`config.mk`:
```
export PLATFORM = sky130hd
export DESIGN_NAME = exec_stage
export DESIGN_NICKNAME = d
export VERILOG_FILES = /design/src/riscv_isa_pkg.sv /design/src/exec_pkg.sv /design/src/inst_decode.sv /design/src/int_alu.sv /design/src/branch_unit.sv /design/src/mul_writeback.sv /design/src/pipe_reg.sv /design/src/exec_stage.sv
export SDC_FILE = /design/constraint.sdc
export NUM_CORES = 2
export LEC_CHECK = 0
export ABC_CLOCK_PERIOD_IN_PS = 12650
export BUFFER_PORTS_ARGS = -buffer_cell sky130_fd_sc_hd__buf_2
export CORE_UTILIZATION = 39
export DETAILED_ROUTE_END_ITERATION = 6
export SETUP_SLACK_MARGIN = 0.15
export SLEW_MARGIN = 30
export SYNTH_ARGS = -nofsm -noshare
export SYNTH_HDL_FRONTEND = slang
export SYNTH_SLANG_ARGS = --single-unit
```
`constraint.sdc`:
```
create_clock -name clk -period 12.65 [get_ports clk]
set_input_delay 1.265 -clock clk [delete_from_list [all_inputs] [get_ports clk]]
set_output_delay 1.265 -clock clk [all_outputs]
set_load 0.02 [all_outputs]
```
`src/riscv_isa_pkg.sv`:
```
package riscv_isa_pkg;

    localparam int xlen       = 32;
    localparam int reg_addr_w = 5;
    localparam int inst_w     = 32;
    localparam int opcode_w   = 7;
    localparam int funct3_w   = 3;
    localparam int funct7_w   = 7;

    // field positions inside the instruction word
    localparam int opcode_lsb = 0;
    localparam int rd_lsb     = 7;
    localparam int funct3_lsb = 12;
    localparam int funct7_lsb = 25;

    localparam logic [opcode_w-1:0] op_imm    = 7'b0010011;
    localparam logic [opcode_w-1:0] op_reg    = 7'b0110011;
    localparam logic [opcode_w-1:0] op_branch = 7'b1100011;
    localparam logic [opcode_w-1:0] op_jal    = 7'b1101111;
    localparam logic [opcode_w-1:0] op_jalr   = 7'b1100111;
    localparam logic [opcode_w-1:0] op_lui    = 7'b0110111;
    localparam logic [opcode_w-1:0] op_auipc  = 7'b0010111;
    localparam logic [opcode_w-1:0] op_fence  = 7'b0001111;

    localparam logic [funct3_w-1:0] f3_add_sub = 3'b000; // alu group
    localparam logic [funct3_w-1:0] f3_sll     = 3'b001;
    localparam logic [funct3_w-1:0] f3_slt     = 3'b010;
    localparam logic [funct3_w-1:0] f3_sltu    = 3'b011;
    localparam logic [funct3_w-1:0] f3_xor     = 3'b100;
    localparam logic [funct3_w-1:0] f3_srl_sra = 3'b101;
    localparam logic [funct3_w-1:0] f3_or      = 3'b110;
    localparam logic [funct3_w-1:0] f3_and     = 3'b111;

    localparam logic [funct3_w-1:0] f3_beq  = 3'b000; // branch group
    localparam logic [funct3_w-1:0] f3_bne  = 3'b001;
    localparam logic [funct3_w-1:0] f3_blt  = 3'b100;
    localparam logic [funct3_w-1:0] f3_bge  = 3'b101;
    localparam logic [funct3_w-1:0] f3_bltu = 3'b110;
    localparam logic [funct3_w-1:0] f3_bgeu = 3'b111;
    localparam logic [funct3_w-1:0] f3_jalr = 3'b000;

    localparam logic [funct3_w-1:0] f3_mul    = 3'b000; // rv32m div and rem use 1xx
    localparam logic [funct3_w-1:0] f3_mulh   = 3'b001;
    localparam logic [funct3_w-1:0] f3_mulhsu = 3'b010;
    localparam logic [funct3_w-1:0] f3_mulhu  = 3'b011;

    localparam logic [funct7_w-1:0] funct7_base   = 7'b0000000;
    localparam logic [funct7_w-1:0] funct7_alt    = 7'b0100000; // sub, sra, srai
    localparam logic [funct7_w-1:0] funct7_muldiv = 7'b0000001;

    localparam logic [xlen-1:0] pc_step = 32'd4;

endpackage

```
`src/exec_pkg.sv`:
```
package exec_pkg;

    import riscv_isa_pkg::*;

    localparam int mul_op_w = xlen + 1; // one extra bit carries the operand sign

    typedef enum logic [4:0] {
        ex_add, ex_sub, ex_sll, ex_slt, ex_sltu,
        ex_xor, ex_srl, ex_sra, ex_or, ex_and,
        ex_lui, ex_auipc, ex_branch, ex_jal, ex_jalr,
        ex_mul, ex_mulh, ex_mulhsu, ex_mulhu,
        ex_nop, ex_illegal
    } exec_op_e;

    typedef struct packed {
        logic [inst_w-1:0] inst;
        logic [xlen-1:0]   pc;
        logic [xlen-1:0]   rs1_data;
        logic [xlen-1:0]   rs2_data;
    } issue_t;

    typedef struct packed {
        exec_op_e              op;
        logic [reg_addr_w-1:0] rd;
        logic [funct3_w-1:0]   funct3;
        logic                  src2_imm; // second alu operand is imm, not rs2
        logic [xlen-1:0]       imm;
    } decoded_t;

    typedef struct packed {
        exec_op_e              op;
        logic [reg_addr_w-1:0] rd;
        logic                  we;
        logic [xlen-1:0]       alu_result;
        logic [xlen-1:0]       pc_next;
        logic                  illegal;
        logic [mul_op_w-1:0]   mul_a;
        logic [mul_op_w-1:0]   mul_b;
    } stage_t;

    typedef struct packed {
        logic                  we;
        logic [reg_addr_w-1:0] rd;
        logic [xlen-1:0]       wdata;
        logic [xlen-1:0]       pc_next;
        logic                  illegal;
    } result_t;

endpackage

```
`src/inst_decode.sv`:
```
`timescale 1ns/1ps

module inst_decode (
    input  logic [riscv_isa_pkg::inst_w-1:0] inst_i,
    output exec_pkg::decoded_t               dec_o
);
    import riscv_isa_pkg::*;
    import exec_pkg::*;

    logic [opcode_w-1:0] opcode;
    logic [funct3_w-1:0] funct3;
    logic [funct7_w-1:0] funct7;
    logic [xlen-1:0]     imm_i;
    logic [xlen-1:0]     imm_b;
    logic [xlen-1:0]     imm_u;
    logic [xlen-1:0]     imm_j;
    exec_op_e            base_op;

    assign opcode = inst_i[opcode_lsb +: opcode_w];
    assign funct3 = inst_i[funct3_lsb +: funct3_w];
    assign funct7 = inst_i[funct7_lsb +: funct7_w];

    assign imm_i = {{20{inst_i[31]}}, inst_i[31:20]};
    assign imm_b = {{20{inst_i[31]}}, inst_i[7], inst_i[30:25], inst_i[11:8], 1'b0};
    assign imm_u = {inst_i[31:12], 12'h000};
    assign imm_j = {{12{inst_i[31]}}, inst_i[19:12], inst_i[20], inst_i[30:21], 1'b0};

    // funct3 map shared by register and immediate forms
    always_comb begin
        case (funct3)
            f3_add_sub: base_op = ex_add;
            f3_sll:     base_op = ex_sll;
            f3_slt:     base_op = ex_slt;
            f3_sltu:    base_op = ex_sltu;
            f3_xor:     base_op = ex_xor;
            f3_srl_sra: base_op = ex_srl;
            f3_or:      base_op = ex_or;
            default:    base_op = ex_and;
        endcase
    end

    always_comb begin
        dec_o          = '0;
        dec_o.rd       = inst_i[rd_lsb +: reg_addr_w];
        dec_o.funct3   = funct3;
        dec_o.op       = ex_illegal; // anything not matched below
        case (opcode)
            op_imm: begin
                dec_o.imm      = imm_i;
                dec_o.src2_imm = 1'b1;
                if (funct3 == f3_sll) begin
                    if (funct7 == funct7_base) dec_o.op = ex_sll;
                end else if (funct3 == f3_srl_sra) begin
                    if (funct7 == funct7_base) dec_o.op = ex_srl;
                    else if (funct7 == funct7_alt) dec_o.op = ex_sra;
                end else begin
                    dec_o.op = base_op;
                end
            end
            op_reg: begin
                case (funct7)
                    funct7_base: dec_o.op = base_op;
                    funct7_alt: begin
                        if (funct3 == f3_add_sub) dec_o.op = ex_sub;
                        else if (funct3 == f3_srl_sra) dec_o.op = ex_sra;
                    end
                    funct7_muldiv: begin
                        case (funct3)
                            f3_mul:    dec_o.op = ex_mul;
                            f3_mulh:   dec_o.op = ex_mulh;
                            f3_mulhsu: dec_o.op = ex_mulhsu;
                            f3_mulhu:  dec_o.op = ex_mulhu;
                            default:   dec_o.op = ex_illegal; // div and rem
                        endcase
                    end
                    default: dec_o.op = ex_illegal;
                endcase
            end
            op_branch: begin
                dec_o.imm = imm_b;
                if (funct3 inside {f3_beq, f3_bne, f3_blt, f3_bge, f3_bltu, f3_bgeu}) begin
                    dec_o.op = ex_branch;
                end
            end
            op_jal: begin
                dec_o.imm = imm_j;
                dec_o.op  = ex_jal;
            end
            op_jalr: begin
                dec_o.imm = imm_i;
                if (funct3 == f3_jalr) dec_o.op = ex_jalr;
            end
            op_lui: begin
                dec_o.imm = imm_u;
                dec_o.op  = ex_lui;
            end
            op_auipc: begin
                dec_o.imm      = imm_u;
                dec_o.src2_imm = 1'b1; // pc + imm through the alu adder
                dec_o.op       = ex_auipc;
            end
            op_fence: dec_o.op = ex_nop;
            default:  dec_o.op = ex_illegal;
        endcase
    end

endmodule

```
`src/int_alu.sv`:
```
`timescale 1ns/1ps

module int_alu (
    input  exec_pkg::issue_t               issue_i,
    input  exec_pkg::decoded_t             dec_i,
    input  logic [riscv_isa_pkg::xlen-1:0] pc_next_i,
    input  logic [riscv_isa_pkg::xlen-1:0] link_i,
    output exec_pkg::stage_t               stage_o
);
    import riscv_isa_pkg::*;
    import exec_pkg::*;

    logic [xlen-1:0] opa;
    logic [xlen-1:0] opb;
    logic            sub_en;
    logic [xlen-1:0] sum;
    logic            lt_s;
    logic            lt_u;
    logic [4:0]      shamt;
    logic [xlen-1:0] result;
    logic            is_mul;
    logic            rs1_signed;
    logic            rs2_signed;
    logic            no_write;

    assign opa    = (dec_i.op == ex_auipc) ? issue_i.pc : issue_i.rs1_data;
    assign opb    = dec_i.src2_imm ? dec_i.imm : issue_i.rs2_data;
    assign sub_en = (dec_i.op == ex_sub);
    assign sum    = opa + (sub_en ? ~opb : opb) + {{(xlen-1){1'b0}}, sub_en}; // add, sub, auipc

    assign lt_s  = $signed(issue_i.rs1_data) < $signed(opb);
    assign lt_u  = issue_i.rs1_data < opb;
    assign shamt = opb[4:0];

    always_comb begin
        case (dec_i.op)
            ex_add, ex_sub, ex_auipc: result = sum;
            ex_sll:           result = issue_i.rs1_data << shamt;
            ex_srl:           result = issue_i.rs1_data >> shamt;
            ex_sra:           result = $signed(issue_i.rs1_data) >>> shamt;
            ex_slt:           result = {{(xlen-1){1'b0}}, lt_s};
            ex_sltu:          result = {{(xlen-1){1'b0}}, lt_u};
            ex_xor:           result = issue_i.rs1_data ^ opb;
            ex_or:            result = issue_i.rs1_data | opb;
            ex_and:           result = issue_i.rs1_data & opb;
            ex_lui:           result = dec_i.imm;
            ex_jal, ex_jalr:  result = link_i;
            default:          result = '0; // mul is resolved after s1
        endcase
    end

    assign is_mul     = dec_i.op inside {ex_mul, ex_mulh, ex_mulhsu, ex_mulhu};
    assign rs1_signed = dec_i.op inside {ex_mul, ex_mulh, ex_mulhsu};
    assign rs2_signed = dec_i.op inside {ex_mul, ex_mulh};
    assign no_write   = dec_i.op inside {ex_branch, ex_nop, ex_illegal};

    always_comb begin
        stage_o            = '0;
        stage_o.op         = dec_i.op;
        stage_o.rd         = dec_i.rd;
        stage_o.we         = !no_write;
        stage_o.alu_result = result;
        stage_o.illegal    = (dec_i.op == ex_illegal);
        stage_o.pc_next    = stage_o.illegal ? '0 : pc_next_i;
        if (is_mul) begin // operands stay zero otherwise
            stage_o.mul_a = {rs1_signed & issue_i.rs1_data[xlen-1], issue_i.rs1_data};
            stage_o.mul_b = {rs2_signed & issue_i.rs2_data[xlen-1], issue_i.rs2_data};
        end
    end

endmodule

```
`src/branch_unit.sv`:
```
`timescale 1ns/1ps

module branch_unit (
    input  exec_pkg::issue_t               issue_i,
    input  exec_pkg::decoded_t             dec_i,
    output logic [riscv_isa_pkg::xlen-1:0] pc_next_o,
    output logic [riscv_isa_pkg::xlen-1:0] link_o
);
    import riscv_isa_pkg::*;
    import exec_pkg::*;

    logic            eq;
    logic            lt_s;
    logic            lt_u;
    logic            taken;
    logic [xlen-1:0] base;
    logic [xlen-1:0] target;

    assign eq   = issue_i.rs1_data == issue_i.rs2_data;
    assign lt_s = $signed(issue_i.rs1_data) < $signed(issue_i.rs2_data);
    assign lt_u = issue_i.rs1_data < issue_i.rs2_data;

    always_comb begin
        case (dec_i.funct3)
            f3_beq:  taken = eq;
            f3_bne:  taken = !eq;
            f3_blt:  taken = lt_s;
            f3_bge:  taken = !lt_s;
            f3_bltu: taken = lt_u;
            f3_bgeu: taken = !lt_u;
            default: taken = 1'b0;
        endcase
    end

    assign base   = (dec_i.op == ex_jalr) ? issue_i.rs1_data : issue_i.pc;
    assign target = base + dec_i.imm; // bit 0 of the jalr target is not cleared
    assign link_o = issue_i.pc + pc_step;

    assign pc_next_o = ((dec_i.op == ex_branch && taken) || dec_i.op inside {ex_jal, ex_jalr})
                       ? target : link_o;

endmodule

```
`src/mul_writeback.sv`:
```
`timescale 1ns/1ps

module mul_writeback (
    input  exec_pkg::stage_t  stage_i,
    output exec_pkg::result_t result_o
);
    import riscv_isa_pkg::*;
    import exec_pkg::*;

    logic signed [2*mul_op_w-1:0] product;

    // both operands already carry the right sign bit
    assign product = $signed(stage_i.mul_a) * $signed(stage_i.mul_b);

    always_comb begin
        result_o.we      = stage_i.we;
        result_o.rd      = stage_i.rd;
        result_o.pc_next = stage_i.pc_next;
        result_o.illegal = stage_i.illegal;
        case (stage_i.op)
            ex_mul:                        result_o.wdata = product[xlen-1:0];
            ex_mulh, ex_mulhsu, ex_mulhu:  result_o.wdata = product[2*xlen-1:xlen]; // high word
            default:                       result_o.wdata = stage_i.alu_result;
        endcase
    end

endmodule

```
`src/pipe_reg.sv`:
```
`timescale 1ns/1ps

module pipe_reg #(
    parameter type payload_t = logic
) (
    input  logic     clk,
    input  logic     rst_n_i,
    input  logic     valid_i,
    output logic     ready_o,
    input  payload_t data_i,
    output logic     valid_o,
    input  logic     ready_i,
    output payload_t data_o
);

    logic     valid_q;
    payload_t data_q;

    assign ready_o = !valid_q || ready_i; // empty, or current item leaves now

    always_ff @(posedge clk or negedge rst_n_i) begin
        if (!rst_n_i) begin
            valid_q <= 1'b0;
        end else if (ready_o) begin
            valid_q <= valid_i;
        end
    end

    always_ff @(posedge clk) begin
        if (valid_i && ready_o) begin
            data_q <= data_i;
        end
    end

    assign valid_o = valid_q;
    assign data_o  = data_q;

endmodule

```
`src/exec_stage.sv`:
```
`timescale 1ns/1ps

module exec_stage (
    input  logic              clk,
    input  logic              rst_n_i,
    input  logic              in_valid_i,
    output logic              in_ready_o,
    input  exec_pkg::issue_t  in_data_i,
    output logic              out_valid_o,
    input  logic              out_ready_i,
    output exec_pkg::result_t out_data_o
);
    import riscv_isa_pkg::*;
    import exec_pkg::*;

    decoded_t        dec;
    logic [xlen-1:0] pc_next;
    logic [xlen-1:0] link;
    stage_t          s1_in;
    stage_t          s1_out;
    logic            s1_valid;
    logic            s2_ready;
    result_t         s2_in;

    inst_decode u_decode (
        .inst_i (in_data_i.inst),
        .dec_o  (dec)
    );

    branch_unit u_branch (
        .issue_i   (in_data_i),
        .dec_i     (dec),
        .pc_next_o (pc_next),
        .link_o    (link)
    );

    int_alu u_alu (
        .issue_i   (in_data_i),
        .dec_i     (dec),
        .pc_next_i (pc_next),
        .link_i    (link),
        .stage_o   (s1_in)
    );

    pipe_reg #(.payload_t(stage_t)) u_s1 (
        .clk     (clk),
        .rst_n_i (rst_n_i),
        .valid_i (in_valid_i),
        .ready_o (in_ready_o),
        .data_i  (s1_in),
        .valid_o (s1_valid),
        .ready_i (s2_ready),
        .data_o  (s1_out)
    );

    mul_writeback u_mul_wb (
        .stage_i  (s1_out),
        .result_o (s2_in)
    );

    pipe_reg #(.payload_t(result_t)) u_s2 (
        .clk     (clk),
        .rst_n_i (rst_n_i),
        .valid_i (s1_valid),
        .ready_o (s2_ready),
        .data_i  (s2_in),
        .valid_o (out_valid_o),
        .ready_i (out_ready_i),
        .data_o  (out_data_o)
    );

endmodule

```
==> results_dict.tcl <==
set metrics [dict create \
    cts_tree "yes" \
    cts.repair_timing.setup_buffer_count 0 \
    endpoint_kind "flop" \
    synthCells 6612 \
    floorplan.initialDensity_pct 39.4 \
    worstPathArrival_ps 9780 \
    core.rowCount 142 \
    tightest_slew_ps 1070 \
    drt_first_pass_iters 6 \
    final_period_minus_worst_setup_slack_ps 9390 \
    grt_pass1_vias 49277 \
    area_growth_pct 6.88 \
    post-route-drc-count 0 \
    cts_buffers 28 \
    max_clock_freq_ghz 0.106 \
    synth_sequential_area_ratio_pct 10.9 \
    numPortBuffers 204 \
    timing.final.crit_share_pct 74.3 \
    fraction_of_registers_with_async_set_or_reset_after_synthesis_pct 0.930 \
    worst_hold_path_type "in -> async" \
    finalSetupTns_ps 0 \
    grt_overflow 0 \
    routabilityCongestion 1.01 \
    grt_pass1_wl_um 305000 \
    post_cts_resize_count 0 \
    worst_setup_hold_path_clk_slew_ps 60 \
    cts_max_path_buffers 3 \
    grt_max_degree 66 \
    io-pin-count 205 \
    cp_num_buf_inv 8 \
    count_of_nets_after_finishing 8276 \
    cpMaxStageDelayCell "edfxtp_1" \
    skew_ps 92.4 \
    synth-main-ff-cell "edfxtp_1" \
    worst_setup_path_start_kind "flop" \
    fillerInstances 14838 \
    cp.required_ps 13040 \
    synthesis.area_um2 59100 \
    clk-insertion-delay-late_ps 670 \
    drv_slew 0 \
    chipWidth_um 391 \
    routed_wirelength_um 197000 \
    slew_headroom_pct 27.7 \
    clock-sinks 215 \
    synthesis.nets 8278 \
    dieHeight_um 391 \
    dp_hpwl_um 162000 \
    crit_path_max_incr_delay_ps 810 \
    routed_wire_length_per_instance_um 22.8 \
    grt_usage_pct 26.2 \
    setup.worst_path.start "u_s1.data_o[7]$_SDFFCE_PN0P_" \
    final-hold-violation-count 0 \
    core_area_um2 150000 \
    syn-mean-instance-area_um2 8.94 \
    crit_type "reg -> reg" \
    root_buffer "clkbuf_16" \
    setup_violations 0 \
    outcome "finished, final reports clean" \
    path_delay_family "adder cells" \
    avgViaCountPerCell 5.41 \
    rsz0062_at_grt "false" \
    die-area_um2 153000 \
    synth_enable_flop_cells 213 \
    post_route_cells_drive_above_1_share_pct 7.07 \
    critical_path.reg2reg.startpoint "u_s1.data_o[7]$_SDFFCE_PN0P_" \
    dr_total_vias 46833 \
    drt-initial-drc-count 3888 \
    cp_common_cell "fa_1" \
    yosysWarningCount 0 \
    maxCapViolations 0 \
    ant_nets 0 \
    antenna_found_initial 16 \
    cts_htree_levels 1 \
    critical_path_peak_fanout 18 \
    r2r_slack_ps 3260 \
    synth.lib_cells_used.distinct 100 \
    synth_seq_cells 215 \
    cts_hold_buffers 0 \
]
[worst reg2reg max path: stages (launching register included)]
cell	delay (ps)
edfxtp_1	810
buf_4	400
nand2_1	160
inv_1	100
fa_1	410
inv_1	260
fa_1	510
inv_1	210
fa_1	490
fa_1	740
inv_1	390
fa_1	600
inv_1	60
fa_1	500
fa_1	490
inv_1	50
fa_1	470
inv_1	40
ha_1	360
nand2_1	130
nor2_1	190
nand3_1	160
or3_1	420
o31ai_1	590
a41o_1	320
o22ai_1	120
mux2i_1	170
o21ai_1	80
[path summary, 6_finish.rpt]
path	end	cells past startpoint
max	u_s2.data_o[61]$_DFFE_PP_	27
min	u_s1.valid_o$_DFFE_PN0N_	1
max reg2reg	u_s2.data_o[61]$_DFFE_PP_	27
min reg2reg	u_s2.data_o[21]$_DFFE_PP_	0
max in group asynchronous	u_s1.valid_o$_DFFE_PN0N_	1
min in group clk	u_s2.data_o[21]$_DFFE_PP_	0
[cell usage in the layout (no fill, tap or decap), drive strengths merged, types with 12 or more instances in the layout]
cell type	instances
xor2	67
nor2	253
mux2i	65
o21bai	27
ha	407
and2	622
a21o	70
o21ai	260
nand2	837
and3	25
a221oi	25
xnor2	116
nor3b	12
nor4	12
mux2	34
o22ai	29
clkbuf	28
nor2b	55
o21a	18
nor3	45
a22oi	31
o31ai	16
o211ai	35
inv	1286
fa	1127
nand2b	42
nand4	21
a31oi	31
a21oi	212
edfxtp	213
a211oi	54
buf	304
nand3	62
[per-layer routing]
| metal | up-vias | part of all wire, % | track usage, % |
|---|---|---|---|
| met5 | - | 0.047 | 0 |
| met4 | 14 | 3.3 | 7.34 |
| met3 | 313 | 7.8 | 4.36 |
| met2 | 1902 | 46 | 41.9 |
| met1 | 23956 | 43 | 36.4 |
| li1 | 20648 | - | - |
[Yosys cell counts, drive strengths merged, types with 27 or more instances]
master / instances / area, µm²
a211oi: 54 / 505
a21o: 70 / 526
a21oi: 212 / 1080
a22oi: 31 / 233
a31oi: 31 / 194
and2: 622 / 3890
buf: 59 / 358
clkbuf: 277 / 1040
edfxtp: 213 / 6400
fa: 1127 / 22600
ha: 407 / 5090
inv: 1284 / 4820
mux2: 34 / 383
mux2i: 65 / 651
nand2: 837 / 3150
nand2b: 42 / 263
nand3: 62 / 310
nor2: 253 / 962
nor2b: 55 / 344
nor3: 45 / 235
o211ai: 35 / 268
o21ai: 260 / 1310
o21bai: 27 / 203
o22ai: 29 / 181
xnor2: 116 / 1020
xor2: 67 / 587
[flip-flops by register name, summed over array words and instances, names as in the netlist]
register      cells
u_s2.valid_o      1
u_s1.data_o     142
u_s2.data_o      71
u_s1.valid_o      1
[area by class of cell]
| cell class | instances | area [µm²] | share of cell area (%) |
|---|---|---|---|
| well taps | 2016 | 2520 | 3.99 |
| multi-input cells | 4776 | 46600 | 73.7 |
| inverters | 1285 | 4820 | 7.64 |
| flip-flops and latches | 215 | 6450 | 10.2 |
| clock inverters | 21 | 307 | 0.485 |
| diodes | 4 | 10.0 | 0.0158 |
| repair buffers | 304 | 1790 | 2.84 |
| clock buffers | 28 | 701 | 1.11 |
[logic make-up after synthesis]
group,share of synthesized area [%]
compound gates,10.4
simple gates,17.0
fa+ha+maj,46.8
mux,1.75
buf+inv,10.5
xor+xnor,2.71
flops,10.9
[through the flow]
step | hold WS [ps] | cell area [µm²] | utilization [%] | worst slack [ps] | cells
after CTS | 354 | 63100 | 42.0 | 3330 | 8644
final | 393 | 63200 | 42.1 | 3260 | 8649
after detailed placement | 405 | 62100 | 41.4 | 3280 | 8595
after global routing | 370 | 63200 | 42.1 | 2810 | 8645
after global placement | 404 | 62100 | 41.4 | 3460 | 8595
after floorplan | 400 | 59100 | - | 4680 | 6612
Power is not shown: default switching activity piles up to over one toggle a cycle in this logic, so the estimate is an artifact.
